<file path="config.mk">
export PLATFORM = sky130hd
export DESIGN_NAME = pcie_app_bridge
export DESIGN_NICKNAME = d
export VERILOG_FILES = /design/src/logic/pcie_app_pkg.sv /design/src/logic/pcie_app_bridge.sv /design/src/logic/tag_mode_shadow.sv /design/src/logic/rxreq_arbiter.sv /design/src/logic/write_commit_gen.sv /design/src/logic/stream_fifo.sv
export SDC_FILE = /design/constraint.sdc
export NUM_CORES = 1
export LEC_CHECK = 0
export BUFFER_PORTS_ARGS = -buffer_cell sky130_fd_sc_hd__buf_4
export CAP_MARGIN = 20
export CORE_ASPECT_RATIO = 0.5
export CORE_MARGIN = 2
export CORE_UTILIZATION = 35
export CTS_BUF_LIST = sky130_fd_sc_hd__clkbuf_16
export CTS_CLUSTER_DIAMETER = 40
export DETAILED_ROUTE_END_ITERATION = 10
export PLACE_DENSITY = 0.58
export SYNTH_ARGS = -nofsm -noshare
export SYNTH_HDL_FRONTEND = slang
export SYNTH_SLANG_ARGS = --single-unit
</file>
<file path="constraint.sdc">
create_clock -name fim_clk -period 5.64 [get_ports fim_clk]
set_clock_uncertainty 0.15 [all_clocks]
set_input_delay 0 -clock fim_clk [delete_from_list [all_inputs] [get_ports fim_clk]]
set_output_delay 0 -clock fim_clk [all_outputs]
set_load 0.03 [all_outputs]
</file>
<file path="src/logic/pcie_app_pkg.sv">
// ------------------------------
// Header fields sit in the first beat of a packet only
// Opcode values are bridge-local, not full PCIe fmt/type
// ------------------------------

package pcie_app_pkg;

   // ------------------------------
   // Stream beat
   // ------------------------------
   localparam int TDATA_W = 64;

   typedef logic [TDATA_W-1:0] t_tdata;

   // ------------------------------
   // First-beat header fields
   // ------------------------------
   localparam int OPCODE_LSB     = 0;
   localparam int OPCODE_W       = 8;
   localparam int COMMIT_REQ_BIT = 8;    // Write asks for a commit completion
   localparam int TAG_LSB        = 16;
   localparam int TAG_W          = 10;

   typedef enum logic [OPCODE_W-1:0] {
      OP_MRD        = 8'h00,
      OP_CPL_NODATA = 8'h0a,
      OP_MSG        = 8'h30,
      OP_MWR        = 8'h40
   } t_opcode;

   typedef logic [TAG_W-1:0] t_tag;

   // RXREQ FIFO entry, tlast in the top bit
   typedef struct packed {
      logic   tlast;
      t_tdata tdata;
   } t_rx_beat;

   // ------------------------------
   // Control shadow
   // ------------------------------
   localparam int CTRLSHADOW_W     = 40;
   localparam int SHADOW_TAG8_BIT  = 8;  // Extended tag enable
   localparam int SHADOW_TAG10_BIT = 9;  // 10-bit tag requester enable

   typedef enum logic [1:0] {
      TAG_5BIT  = 2'd0,
      TAG_8BIT  = 2'd1,
      TAG_10BIT = 2'd2
   } t_tag_mode;

endpackage : pcie_app_pkg
</file>
<file path="src/logic/pcie_app_bridge.sv">
// ------------------------------
// Single link, everything on fim_clk
// ------------------------------

`timescale 1ns/10ps

module pcie_app_bridge #(
   parameter int RXREQ_DEPTH  = 4,
   parameter int COMMIT_DEPTH = 4
)(
   input  logic                                  fim_clk,
   input  logic                                  arst_n,

   // TX from the application toward the subsystem
   input  logic                                  tx_in_tvalid,
   output logic                                  tx_in_tready,
   input  logic                                  tx_in_tlast,
   input  pcie_app_pkg::t_tdata                  tx_in_tdata,
   output logic                                  tx_out_tvalid,
   input  logic                                  tx_out_tready,
   output logic                                  tx_out_tlast,
   output pcie_app_pkg::t_tdata                  tx_out_tdata,

   // RXREQ from the subsystem toward the application
   input  logic                                  rxreq_in_tvalid,
   output logic                                  rxreq_in_tready,
   input  logic                                  rxreq_in_tlast,
   input  pcie_app_pkg::t_tdata                  rxreq_in_tdata,
   output logic                                  rxreq_out_tvalid,
   input  logic                                  rxreq_out_tready,
   output logic                                  rxreq_out_tlast,
   output pcie_app_pkg::t_tdata                  rxreq_out_tdata,

   input  logic                                  ctrlshadow_tvalid,
   input  logic [pcie_app_pkg::CTRLSHADOW_W-1:0] ctrlshadow_tdata,
   output pcie_app_pkg::t_tag_mode               tag_mode
);

   logic                   req_valid;
   logic                   req_ready;
   pcie_app_pkg::t_rx_beat req_beat;

   logic                   commit_valid;
   logic                   commit_ready;
   pcie_app_pkg::t_tag     commit_tag;

   logic                   cpl_valid;
   logic                   cpl_ready;
   pcie_app_pkg::t_tag     cpl_tag;

   // ------------------------------
   // Buffering
   // ------------------------------
   stream_fifo #(
      .T     (pcie_app_pkg::t_rx_beat),
      .DEPTH (RXREQ_DEPTH)
   ) u_rxreq_fifo (
      .fim_clk   (fim_clk),
      .arst_n    (arst_n),
      .in_valid  (rxreq_in_tvalid),
      .in_ready  (rxreq_in_tready),
      .in_data   ({rxreq_in_tlast, rxreq_in_tdata}),
      .out_valid (req_valid),
      .out_ready (req_ready),
      .out_data  (req_beat)
   );

   stream_fifo #(
      .T     (pcie_app_pkg::t_tag),
      .DEPTH (COMMIT_DEPTH)
   ) u_commit_fifo (
      .fim_clk   (fim_clk),
      .arst_n    (arst_n),
      .in_valid  (commit_valid),
      .in_ready  (commit_ready),
      .in_data   (commit_tag),
      .out_valid (cpl_valid),
      .out_ready (cpl_ready),
      .out_data  (cpl_tag)
   );

   // ------------------------------
   // TX commits and RXREQ merge
   // ------------------------------
   write_commit_gen u_write_commit_gen (
      .fim_clk       (fim_clk),
      .arst_n        (arst_n),
      .tx_in_tvalid  (tx_in_tvalid),
      .tx_in_tready  (tx_in_tready),
      .tx_in_tlast   (tx_in_tlast),
      .tx_in_tdata   (tx_in_tdata),
      .tx_out_tvalid (tx_out_tvalid),
      .tx_out_tready (tx_out_tready),
      .tx_out_tlast  (tx_out_tlast),
      .tx_out_tdata  (tx_out_tdata),
      .commit_valid  (commit_valid),
      .commit_ready  (commit_ready),
      .commit_tag    (commit_tag)
   );

   rxreq_arbiter u_rxreq_arbiter (
      .fim_clk          (fim_clk),
      .arst_n           (arst_n),
      .req_valid        (req_valid),
      .req_ready        (req_ready),
      .req_beat         (req_beat),
      .cpl_valid        (cpl_valid),
      .cpl_ready        (cpl_ready),
      .cpl_tag          (cpl_tag),
      .rxreq_out_tvalid (rxreq_out_tvalid),
      .rxreq_out_tready (rxreq_out_tready),
      .rxreq_out_tlast  (rxreq_out_tlast),
      .rxreq_out_tdata  (rxreq_out_tdata)
   );

   tag_mode_shadow u_tag_mode_shadow (
      .fim_clk           (fim_clk),
      .arst_n            (arst_n),
      .ctrlshadow_tvalid (ctrlshadow_tvalid),
      .ctrlshadow_tdata  (ctrlshadow_tdata),
      .tag_mode          (tag_mode)
   );

endmodule : pcie_app_bridge

</file>
<file path="src/logic/tag_mode_shadow.sv">
// ------------------------------
// New mode takes effect one cycle after the shadow beat
// ------------------------------

`timescale 1ns/10ps

module tag_mode_shadow (
   input  logic                                 fim_clk,
   input  logic                                 arst_n,
   input  logic                                 ctrlshadow_tvalid,
   input  logic [pcie_app_pkg::CTRLSHADOW_W-1:0] ctrlshadow_tdata,
   output pcie_app_pkg::t_tag_mode              tag_mode
);

   pcie_app_pkg::t_tag_mode mode_next;

   // 10-bit enable outranks extended tags
   always_comb
   begin
      if (ctrlshadow_tdata[pcie_app_pkg::SHADOW_TAG10_BIT])
         mode_next = pcie_app_pkg::TAG_10BIT;
      else if (ctrlshadow_tdata[pcie_app_pkg::SHADOW_TAG8_BIT])
         mode_next = pcie_app_pkg::TAG_8BIT;
      else
         mode_next = pcie_app_pkg::TAG_5BIT;
   end

   always_ff @(posedge fim_clk or negedge arst_n)
   begin
      if (!arst_n)
      begin
         tag_mode <= pcie_app_pkg::TAG_8BIT;  // Default until first shadow update
      end
      else if (ctrlshadow_tvalid)
      begin
         tag_mode <= mode_next;
      end
   end

   assert property (@(posedge fim_clk) disable iff (!arst_n)
      tag_mode inside {pcie_app_pkg::TAG_5BIT, pcie_app_pkg::TAG_8BIT,
                       pcie_app_pkg::TAG_10BIT});

endmodule : tag_mode_shadow

</file>
<file path="src/logic/rxreq_arbiter.sv">
// ------------------------------
// Grant is registered, one idle cycle between packets
// Source 0 is RXREQ, source 1 is commit completions
// ------------------------------

`timescale 1ns/10ps

module rxreq_arbiter (
   input  logic                   fim_clk,
   input  logic                   arst_n,

   input  logic                   req_valid,
   output logic                   req_ready,
   input  pcie_app_pkg::t_rx_beat req_beat,

   input  logic                   cpl_valid,
   output logic                   cpl_ready,
   input  pcie_app_pkg::t_tag     cpl_tag,

   output logic                   rxreq_out_tvalid,
   input  logic                   rxreq_out_tready,
   output logic                   rxreq_out_tlast,
   output pcie_app_pkg::t_tdata   rxreq_out_tdata
);

   logic                 active;      // Packet lock held
   logic                 grant;       // Locked source
   logic                 rr_next;     // Preferred source when idle
   logic                 out_fire;
   pcie_app_pkg::t_tdata cpl_data;

   // Completion without data, only opcode and tag set
   always_comb
   begin
      cpl_data = '0;
      cpl_data[pcie_app_pkg::OPCODE_LSB +: pcie_app_pkg::OPCODE_W] = pcie_app_pkg::OP_CPL_NODATA;
      cpl_data[pcie_app_pkg::TAG_LSB +: pcie_app_pkg::TAG_W]       = cpl_tag;
   end

   assign rxreq_out_tvalid = active && (grant ? cpl_valid : req_valid);
   assign rxreq_out_tlast  = grant ? 1'b1 : req_beat.tlast;
   assign rxreq_out_tdata  = grant ? cpl_data : req_beat.tdata;

   assign req_ready = active && !grant && rxreq_out_tready;
   assign cpl_ready = active && grant && rxreq_out_tready;
   assign out_fire  = rxreq_out_tvalid && rxreq_out_tready;

   always_ff @(posedge fim_clk or negedge arst_n)
   begin
      if (!arst_n)
      begin
         active  <= 1'b0;
         grant   <= 1'b0;
         rr_next <= 1'b0;
      end
      else if (!active)
      begin
         if (req_valid || cpl_valid)
         begin
            active <= 1'b1;
            // Preferred source wins, otherwise whoever is asking
            grant  <= rr_next ? cpl_valid : !req_valid;
         end
      end
      else if (out_fire && rxreq_out_tlast)
      begin
         active  <= 1'b0;
         rr_next <= !grant;                  // Round robin past the one served
      end
   end

   // Only RXREQ packets span beats, so a packet in progress keeps source 0
   assert property (@(posedge fim_clk) disable iff (!arst_n)
      out_fire && !rxreq_out_tlast |=> active && !grant);

endmodule : rxreq_arbiter

</file>
<file path="src/logic/write_commit_gen.sv">
// ------------------------------
// TX path is combinational, zero latency
// Last beat of a committed write waits for room in the commit queue
// ------------------------------

`timescale 1ns/10ps

module write_commit_gen (
   input  logic                  fim_clk,
   input  logic                  arst_n,

   input  logic                  tx_in_tvalid,
   output logic                  tx_in_tready,
   input  logic                  tx_in_tlast,
   input  pcie_app_pkg::t_tdata  tx_in_tdata,

   output logic                  tx_out_tvalid,
   input  logic                  tx_out_tready,
   output logic                  tx_out_tlast,
   output pcie_app_pkg::t_tdata  tx_out_tdata,

   output logic                  commit_valid,
   input  logic                  commit_ready,
   output pcie_app_pkg::t_tag    commit_tag
);

   logic               first_beat;      // Next beat opens a packet
   logic               commit_q;        // Packet in flight is a committed write
   pcie_app_pkg::t_tag tag_q;
   logic               hdr_commit;
   logic               commit_now;
   logic               stall;
   logic               in_fire;

   // Header decode, only meaningful on a first beat
   assign hdr_commit =
      (tx_in_tdata[pcie_app_pkg::OPCODE_LSB +: pcie_app_pkg::OPCODE_W] == pcie_app_pkg::OP_MWR)
      && tx_in_tdata[pcie_app_pkg::COMMIT_REQ_BIT];

   // Single-beat packets are decoded straight from the bus
   assign commit_now = first_beat ? hdr_commit : commit_q;
   assign commit_tag = first_beat ? tx_in_tdata[pcie_app_pkg::TAG_LSB +: pcie_app_pkg::TAG_W]
                                  : tag_q;

   assign stall = tx_in_tvalid && tx_in_tlast && commit_now && !commit_ready;

   // ------------------------------
   // Pass-through
   // ------------------------------
   assign tx_out_tvalid = tx_in_tvalid && !stall;   // Hidden from the subsystem while stalled
   assign tx_out_tlast  = tx_in_tlast;
   assign tx_out_tdata  = tx_in_tdata;
   assign tx_in_tready  = tx_out_tready && !stall;

   assign in_fire      = tx_in_tvalid && tx_in_tready;
   assign commit_valid = tx_in_tvalid && tx_in_tlast && commit_now && tx_out_tready;

   always_ff @(posedge fim_clk or negedge arst_n)
   begin
      if (!arst_n)
      begin
         first_beat <= 1'b1;
         commit_q   <= 1'b0;
         tag_q      <= '0;
      end
      else if (in_fire)
      begin
         first_beat <= tx_in_tlast;
         if (first_beat)
         begin
            commit_q <= hdr_commit;
            tag_q    <= tx_in_tdata[pcie_app_pkg::TAG_LSB +: pcie_app_pkg::TAG_W];
         end
      end
   end

   // Subsystem sees a held beat while it back-pressures
   assert property (@(posedge fim_clk) disable iff (!arst_n)
      tx_out_tvalid && !tx_out_tready |=> $stable(tx_out_tdata));

endmodule : write_commit_gen

</file>
<file path="src/logic/stream_fifo.sv">
// ------------------------------
// Output is read from the array, one cycle after the push
// ------------------------------

`timescale 1ns/10ps

module stream_fifo #(
   parameter type T     = logic [7:0],
   parameter int  DEPTH = 4
)(
   input  logic fim_clk,
   input  logic arst_n,

   input  logic in_valid,
   output logic in_ready,
   input  T     in_data,

   output logic out_valid,
   input  logic out_ready,
   output T     out_data
);

   localparam int PTR_W = (DEPTH > 1) ? $clog2(DEPTH) : 1;
   localparam int CNT_W = $clog2(DEPTH + 1);

   T                 mem [DEPTH];
   logic [PTR_W-1:0] wr_ptr;
   logic [PTR_W-1:0] rd_ptr;
   logic [CNT_W-1:0] count;       // Occupancy
   logic             push;
   logic             pop;

   assign in_ready  = (count != CNT_W'(DEPTH));
   assign out_valid = (count != '0);
   assign out_data  = mem[rd_ptr];

   assign push = in_valid && in_ready;
   assign pop  = out_valid && out_ready;

   always_ff @(posedge fim_clk)
   begin
      if (push)
      begin
         mem[wr_ptr] <= in_data;
      end
   end

   always_ff @(posedge fim_clk or negedge arst_n)
   begin
      if (!arst_n)
      begin
         wr_ptr <= '0;
         rd_ptr <= '0;
         count  <= '0;
      end
      else
      begin
         if (push)
         begin
            wr_ptr <= (wr_ptr == PTR_W'(DEPTH - 1)) ? '0 : wr_ptr + 1'b1;
         end
         if (pop)
         begin
            rd_ptr <= (rd_ptr == PTR_W'(DEPTH - 1)) ? '0 : rd_ptr + 1'b1;
         end
         case ({push, pop})
            2'b10:   count <= count + 1'b1;
            2'b01:   count <= count - 1'b1;
            default: count <= count;
         endcase
      end
   end

   // Occupancy stays in range, so no push when full and no pop when empty
   assert property (@(posedge fim_clk) disable iff (!arst_n)
      count <= CNT_W'(DEPTH));

   // Empty and full both leave the pointers level
   assert property (@(posedge fim_clk) disable iff (!arst_n)
      (count == '0) || (count == CNT_W'(DEPTH)) |-> (wr_ptr == rd_ptr));

endmodule : stream_fifo

</file>
==> impl_results.md, run 1 <==
- Die Wd: 282 um
- Critical-path cell list: buf_12, buf_4, mux4_2, nor2b_1, buf_4
- Synth warn: 0
- Initial Util: 35.9%
- Delay-heaviest family, CP: buffers and inverters
- Nets: 1144
- Setup bufs post-CTS: 0
- Slew @ Worst Pin: 1.06 ns
- Diode count: 0
- Unrepaired setup endpoints after global routing: false
- Number of flops mapped to enable cells by yosys: 300
- Maximum VDD drop: 252 uV
- Power, Total: 9.02 mW
- Worst EP arrival: 2.93 ns
- Power per standard cell area: 512 nW/um^2
- Placed insts: 1299
- Area of the multi-input gates: 3110 um^2
- Overflow after GRT: 0
- Worst EP required: 5.49 ns
- Clock power frac: 26.1%
- Setup-failing EPs final: 0
- Max FO, Critical Path: 27
- CP Buf/Inv Count: 3
- Number of global-route vias before repair: 7532
- Worst skew pair latency: 0.51 ns
- Area leader, netlist: edfxtp_1
- DRT Pass-1 Iters: 4
- Net Sw Power: 2.98 mW
- Final Hold Fails: 0
- Slowest CP cell: dfrtp_4
- TritonCTS Buffers: 36
- # IOs: 313
- Sw Ratio: 33.0%
- Yosys reg bits: 331
- Clock sinks: 331
- Leakage power: 6.29 nW
- Total core area: 37800 um^2
- Slew Limit Headroom: 29.6%
- Synth Cell Area: 13500 um^2
- Seq pwr share: 38.9%
- Final WL: 27500 um
- Shortest period the worst path allows: 3.08 ns
- Asr flop ratio synth: 9.37%
- Fin Setup TNS: 0 ns
- Max Root-Sink Buffers: 3
- Via count: 6943
- Hold crit path type: input port to flop
- Layout cells sized above 1: 38.8%
- H-tree Lvls: 2
- Share of synthesized area occupied by flip-flops and latches: 72.2%
- Run status: complete, no violations
- Total GRT Usage: 13.7%
- CP most frequent cell: buf_4
- Critical Path End Type: output port
- Worst setup SP type: flop
- Internal Power: 6.04 mW
- Pins over their slew limit: 0
- Storage element area: 9800 um^2
- Final non-filler cell total: 1498
- Vias per cell: 4.63
- CTS tree: done
- DIE HEIGHT: 143 um
- PnR worst setup slack: 2.56 ns
- Max Fclk: 324 MHz
- Max stage delay on crit path: 0.74 ns
- Die area: 40400 um^2
- Primary FF master, synth: edfxtp_1
- Post-synth cell types: 39
- Logic pwr share: 34.9%
- Yosys top cell area share: 66.5%
- Crit Path Category: flop to output port
- RePlAce Congestion: 0.700
- Place WS: 2.80 ns
- Routed Antenna Nets: 0
- First-pass GRT wire length: 41800 um
- Syn nets: 873
- Hpwl dp: 16100 um
- Area growth syn-to-layout: 30.0%
- Area contributors post-synth: edfxtp_1 (67%), mux4_2 (12%), dfrtp_1 (5.4%)
- CTS root buffer: clkbuf_16
- Final Cycle Share: 54.7%
- Port buffer count: 184
- Largest net degree at the start of global routing: 68
- Worst-path clk slew: 0.06 ns
- # DRC: 0
- Fillers: 3185
- Avg Inst Size Synth: 19.9 um^2
- DRT iter0 DRCs: 330
- Floorplan row count: 50
- Cells after Synth: 682
- Initial antenna violation count: 0
- # Max-Cap Violations: 0
- WL/cell: 18.4 um
logic make-up (layout without fill, tap and decap cells):
group | count (synthesis) | in the layout | share of synthesized area (%)
flops | 331 | 331 | 72.2
xor+xnor | 6 | 6 | 0.388
fa+ha+maj | 14 | 14 | 1.40
buf+inv | 107 | 403 | 4.97
mux | 115 | 115 | 15.8
simple gates | 97 | 97 | 4.57
compound gates | 12 | 12 | 0.637
final timing paths:
path / from / endpoint / slack (ns) / depth (start not counted)
max: u_rxreq_fifo.rd_ptr[0] / rxreq_out_tdata[28] / 2.56 / 5
min: rxreq_in_tdata[3] / u_rxreq_fifo.mem[1][3] / 0.08 / 2
max reg2reg: u_write_commit_gen.first_beat / u_commit_fifo.count[2] / 2.79 / 10
min reg2reg: u_commit_fifo.count[2] / u_commit_fifo.count[2] / 0.34 / 1
max in group asynchronous: arst_n / u_rxreq_fifo.rd_ptr[1] / 4.76 / 4
min in group asynchronous: arst_n / u_rxreq_fifo.count[1] / 0.41 / 4
power by group through the flow:
stage | combinational, mW | sequential, mW | clock, mW
after floorplan | 2.30 | 3.35 | 0
after global placement | 3.00 | 3.61 | 0
after detailed placement | 3.03 | 3.64 | 0
after CTS | 3.15 | 3.59 | 2.41
after global routing | 3.36 | 3.57 | 2.52
final | 3.15 | 3.51 | 2.36
per-stage QoR:
stage               instance area, um^2  hold slack, ns  utilization (%)
floorplan                         13500          -0.446                -
global placement                  15000          -0.196             39.8
detailed placement                15000          -0.190             39.8
CTS                               17600          0.0577             46.5
global route                      17600          0.0756             46.6
finish                            17600          0.0788             46.6
sequential cells by signal, indices dropped and copies added (netlist names), 3 cells and up:
| register | cells |
|---|---|
| u_rxreq_fifo.count | 3 |
| u_commit_fifo.count | 3 |
| u_rxreq_fifo.mem | 260 |
| u_write_commit_gen.tag_q | 10 |
| u_commit_fifo.mem | 40 |
cell usage in the layout (no fill, tap or decap), drive strengths merged, types with 10 or more instances in the layout:
master	instances
ha	12
clkinv	10
buf	192
mux4	75
dfrtp	29
edfxtp	300
inv	23
nor2b	55
clkbuf	37
mux2	39
dlygate4sd3	134
what timing repair did:
action	in CTS	in global routing
hold buffers	135	0
hold endpoints to repair	411	0
gates resized for setup	0	0
area by class of cell:
type                    count  area share, %
clock buffers              37           5.26
well taps                 520           3.70
repair buffers            326           15.9
clock inverters            26           1.52
inverters                  14          0.298
flip-flops and latches    331           55.6
multi-input cells         244           17.6
routing by layer:
metal,share of wire (%),GRT usage [%]
met2,55,25.4
met4,2.2,4.15
met1,39,16.2
met5,0,0
met3,3.9,2.47
Yosys cell counts, drive strengths merged (2+ instances only):
cell type and count:
edfxtp 300, dfrtp 29, and3 4, nor3b 2, inv 14, nand2 6, buf 80, nand3 3
fa 2, and2 6, nor3 3, mux2 39, clkbuf 13, xor2 4, nor2b 55, nor2 7
or2 4, nor4b 2, o21ai 4, mux4 75, ha 12, a21oi 2, xnor2 2, dfstp 2
Note: power is estimated with default switching activity, not from simulation.
==> run 2, diff against run 1 <==
- clock period: 5.64 -> 2.88 ns (I/O delays scaled with it)
==> run 2 against run 1 <==
Core utilization is 0.58 points higher. Largest power group unchanged. Clock power up 110%. Critical path depth shrank 2. Register-to-register slack lost 2.4 ns. Largest cell class unchanged.
==> impl_results.md, run 2 (synthesis results as in run 1) <==
- Run status: complete, no violations
- Unrepaired setup endpoints after global routing: false
- PnR worst setup slack: 0.295 ns
- Vias per cell: 4.64
- Max Fclk: 387 MHz
- Leakage power: 6.38 nW
- Slew Limit Headroom: 41.1%
- Overflow after GRT: 0
- Diode count: 0
- Leading cell type in the layout, fill and taps excluded: edfxtp_1
- Setup-failing EPs final: 0
- WL met1: 10400 um
- CTS tree: done
- Worst-path clk slew: 0.06 ns
- Worst r2r dst: u_commit_fifo.mem[3][0]
- Slew @ Worst Pin: 0.883 ns
- Initial antenna violation count: 0
- Number of hold buffers added after cts: 133
- Power per standard cell area: 1010 nW/um^2
- Worst skew pair latency: 0.52 ns
- Reg-to-reg critical path startpoint: u_write_commit_gen.first_beat
- # IOs: 313
- Seq pwr share: 36.5%
- Critical Path End Type: output port
- Reg-to-reg setup timing slack: 0.44 ns
- Total GRT Usage: 13.3%
- DRT iter0 DRCs: 389
- Max FO, Critical Path: 13
- Crit Path Category: flop to output port
- Setup bufs post-CTS: 0
- Critical path depth: 3
- Floorplan row count: 50
- Die area: 40400 um^2
- Routed wl met2: 15400 um
- CTS root buffer: clkbuf_16
- Worst reg-to-reg path cell count: 5
- Shortest period the worst path allows: 2.58 ns
- Final Cycle Share: 89.8%
- RePlAce Congestion: 0.694
- Routed met3 length: 1060 um
- Internal Power: 12.2 mW
- Clock power frac: 27.3%
- CP Buf/Inv Count: 1
- Layout cells sized above 1: 39.5%
- Most flops, register: u_rxreq_fifo.mem
- Via count: 6997
- Max reg flops: 260
- Net Sw Power: 5.87 mW
- Initial Util: 35.9%
- Worst EP required: 2.73 ns
- Worst setup SP type: flop
- Nets: 1151
- Routed Antenna Nets: 0
- Final WL: 27400 um
- Max Root-Sink Buffers: 3
- Die Wd: 282 um
- DR top layer: met4
- Largest net degree at the start of global routing: 66
- Total core area: 37800 um^2
- Delay-heaviest family, CP: multiplexers
- H-tree Lvls: 2
- Pins over their slew limit: 0
- Area growth syn-to-layout: 31.6%
- Max stage delay on crit path: 0.81 ns
- CP endpoint: rxreq_out_tdata[17]
- # Max-Cap Violations: 0
- Slowest CP cell: dfrtp_1
- First-pass GRT wire length: 40900 um
- DRT Pass-1 Iters: 4
- Commonest non-fill, non-tap cells in the layout: edfxtp_1 (300), buf_4 (194), dlygate4sd3_1 (132), mux4_2 (75), nor2b_1 (55)
- WL/cell: 18.2 um
- Largest registers: u_rxreq_fifo.mem: 260 flops, u_commit_fifo.mem: 40 flops, u_write_commit_gen.tag_q: 10 flops
- Critical-path cell list: mux4_2, mux2_2, buf_4
- TritonCTS Buffers: 36
- Number of global-route vias before repair: 7446
- Final Hold Fails: 0
- # DRC: 0
- Sw Ratio: 32.5%
- Hpwl dp: 16500 um
- Place WS: 0.421 ns
- Hold crit path type: input port to flop
- DIE HEIGHT: 143 um
- Post_cts resized: 0
- Maximum VDD drop: 548 uV
- Critical path origin: u_commit_fifo.rd_ptr[0]
- Worst EP arrival: 2.43 ns
- Fin Setup TNS: 0 ns
- Logic pwr share: 36.2%
- Port buffer count: 184
- Clock sinks: 331
run 2: cell type report:
type | count | area (um^2)
fill | 3192 | 20000
sequential | 331 | 9790
multi-input combinational | 244 | 3110
timing repair buffer | 333 | 2920
clock buffer | 39 | 976
tap | 520 | 651
clock inverter | 26 | 328
inverter | 14 | 52.6
run 2: how the worst min path moves through the flow:
stage,startpoint,to,cells after the start
after floorplan,arst_n,u_commit_fifo.count[0],0
after global placement,arst_n,u_tag_mode_shadow.tag_mode[1],1
after detailed placement,arst_n,u_rxreq_fifo.wr_ptr[1],1
after CTS,rxreq_in_tdata[29],u_rxreq_fifo.mem[1][29],2
after global routing,rxreq_in_tdata[62],u_rxreq_fifo.mem[3][62],2
final,tx_in_tvalid,u_commit_fifo.count[0],6
run 2: metal layers:
metal / vias to the layer above / GRT usage, %
met5: - / 0
met4: 0 / 4.23
met3: 44 / 2.24
met2: 169 / 25.5
met1: 3625 / 15.3
li1: 3159 / -
run 2: power groups by stage:
stage	clock network (mW)	registers (mW)	logic, mW
after CTS	5.06	6.63	6.71
after floorplan	0	6.53	4.50
final	4.93	6.61	6.54
after global placement	0	6.66	6.42
after detailed placement	0	6.73	6.46
after global routing	5.25	6.70	6.98
run 2: worst min-delay path: cells and delay by family:
kind | cells | cell delay (ns)
and+or+nand+nor | 2 | 0.23
xor gates and xnor gates | 1 | 0.07
buffers and inverters | 2 | 0.19
adders and majority gates | 1 | 0.19
run 2: per-stage QoR:
stage / power [mW] / cell area [um^2] / hold WS [ns] / utilization, % / std cells
floorplan: 11.0 / 13600 / -0.446 / - / 682
CTS: 18.4 / 17800 / 0.0415 / 47.2 / 1507
global route: 18.9 / 17800 / 0.0561 / 47.2 / 1507
finish: 18.1 / 17800 / 0.0624 / 47.2 / 1507
global placement: 13.1 / 15200 / -0.189 / 40.2 / 1309
detailed placement: 13.2 / 15200 / -0.181 / 40.2 / 1309
==> run 3, diff against run 2 <==
- CTS_CLUSTER_SIZE: default -> 30
- GPL_TIMING_DRIVEN: default -> 0
==> run 3 against run 2 <==
Register-to-register slack got worse by 0.14 ns. Critical endpoint is now rxreq_out_tdata[48]. Die area unchanged. Cell count increased by 5.5%.
==> impl_results.md, run 3 (synthesis results as in run 1) <==
- # DRC: 0
- CTS tree: done
- # Max-Cap Violations: 0
- CTS root buffer: clkbuf_16
- Initial Util: 35.9%
- Most flops, register: u_rxreq_fifo.mem
- Hpwl dp: 18600 um
- Via count: 7270
- Internal Power: 11.9 mW
- Hold crit path type: input port to output port
- Place WS: 0.221 ns
- DRT Pass-1 Iters: 4
- Maximum VDD drop: 434 uV
- Layout cells sized above 1: 47.0%
- Shortest period the worst path allows: 2.74 ns
- DIE HEIGHT: 143 um
- Net Sw Power: 6.06 mW
- Logic pwr share: 38.0%
- Power, Total: 17.9 mW
- Final non-filler cell total: 1590
- Final Cycle Share: 95.3%
- Final WL: 28700 um
- Slew @ Worst Pin: 0.724 ns
- Fillers: 3175
- Diode count: 0
- Initial antenna violation count: 0
- Run status: complete, no violations
- Setup-failing EPs final: 0
- Floorplan row count: 50
- Port buffer count: 229
- Critical Path End Type: output port
- Hold Slack: 0.0660 ns
- Worst-path clk slew: 0.06 ns
- Overflow after GRT: 0
- Leakage power: 6.70 nW
- Worst EP arrival: 2.59 ns
- Worst setup SP type: flop
- Total core area: 37800 um^2
- Nets: 1235
- Unrepaired setup endpoints after global routing: true
- Max reg flops: 260
- Total GRT Usage: 14.1%
- Sw Ratio: 33.8%
- First-pass GRT wire length: 43300 um
- Slew Limit Headroom: 51.7%
- Max Root-Sink Buffers: 3
- Vias per cell: 4.57
- Area growth syn-to-layout: 34.2%
- Die Wd: 282 um
- Die area: 40400 um^2
- Leading cell type in the layout, fill and taps excluded: buf_4
- Pins over their slew limit: 0
- RePlAce Congestion: 0.683
- DP Area: 16000 um^2
- Clock power frac: 25.9%
- TritonCTS Buffers: 36
- Max Fclk: 364 MHz
- Seq pwr share: 36.1%
- # IOs: 313
- PnR worst setup slack: 0.135 ns
- Non-Filler Cell Area, Final: 18200 um^2
- Final core occ: 48.1%
- Worst EP required: 2.73 ns
- Clock sinks: 331
- H-tree Lvls: 2
- Commonest non-fill, non-tap cells in the layout: buf_4 (301), edfxtp_1 (300), dlygate4sd3_1 (89), mux4_2 (75), nor2b_1 (55)
- WL/cell: 18.1 um
- Crit Path Category: flop to output port
- Power per standard cell area: 987 nW/um^2
- Final Hold Fails: 0
- Largest registers: u_rxreq_fifo.mem: 260 flops, u_commit_fifo.mem: 40 flops, u_write_commit_gen.tag_q: 10 flops
- Number of global-route vias before repair: 7804
- Largest net degree at the start of global routing: 54
- Fin Setup TNS: 0 ns
- Routed Antenna Nets: 0
- DRT iter0 DRCs: 307
- Worst skew pair latency: 0.51 ns
- Max FO, Critical Path: 10
- Placed insts: 1435
run 3: worst paths after layout:
| path | from | end | slack [ns] | cells after the start |
|---|---|---|---|---|
| worst max-delay path | u_rxreq_fifo.rd_ptr[0] | rxreq_out_tdata[48] | 0.14 | 6 |
| worst min-delay path | tx_in_tdata[52] | tx_out_tdata[52] | 0.07 | 2 |
| worst max register to register | u_write_commit_gen.first_beat | u_commit_fifo.mem[3][1] | 0.30 | 5 |
| worst min register to register | u_rxreq_fifo.count[0] | u_rxreq_fifo.count[0] | 0.35 | 1 |
| max in group asynchronous | arst_n | u_write_commit_gen.tag_q[7] | 2.00 | 4 |
| min in group asynchronous | arst_n | u_tag_mode_shadow.tag_mode[0] | 0.41 | 3 |
run 3: metal layers:
| layer | global-route usage (%) | wire length (um) |
|---|---|---|
| met5 | 0 | 0 |
| met3 | 2.36 | 1240 |
| met1 | 16.4 | 11300 |
| met4 | 4.37 | 572 |
| met2 | 26.7 | 15600 |
run 3: worst max-delay path, stage by stage (launching register included):
cell and delay, ns:
dfrtp_1 0.36, clkbuf_1 0.25, buf_4 0.29, buf_4 0.29
mux4_2 0.52, nor2b_1 0.17, buf_4 0.21
run 3: final cells by class:
type	count	area (um^2)	area share, %
inverter	14	52.6	0.289
multi-input combinational	244	3110	17.1
clock buffer	37	926	5.09
clock inverter	27	289	1.59
buffer	93	622	3.42
timing repair buffer	324	2750	15.1
sequential	331	9790	53.8
tap	520	651	3.58
run 3: repair_timing:
| action | in CTS | in global routing |
|---|---|---|
| cloned | 0 | 0 |
| gates resized for setup | 1 | 0 |
| hold endpoints to repair | 407 | 0 |
| endpoints found under the setup margin | 5 | 21 |
| setup buffers | 0 | 1 |
| hold buffers | 90 | 0 |
| pin swaps | 0 | 1 |
run 3: power groups by stage:
stage | combinational, mW | clock [mW] | sequential [mW]
after detailed placement | 6.87 | 0 | 6.59
after global placement | 6.69 | 0 | 6.58
after CTS | 7.00 | 4.77 | 6.49
after floorplan | 4.50 | 0 | 6.53
final | 6.82 | 4.64 | 6.48
after global routing | 7.32 | 4.96 | 6.56
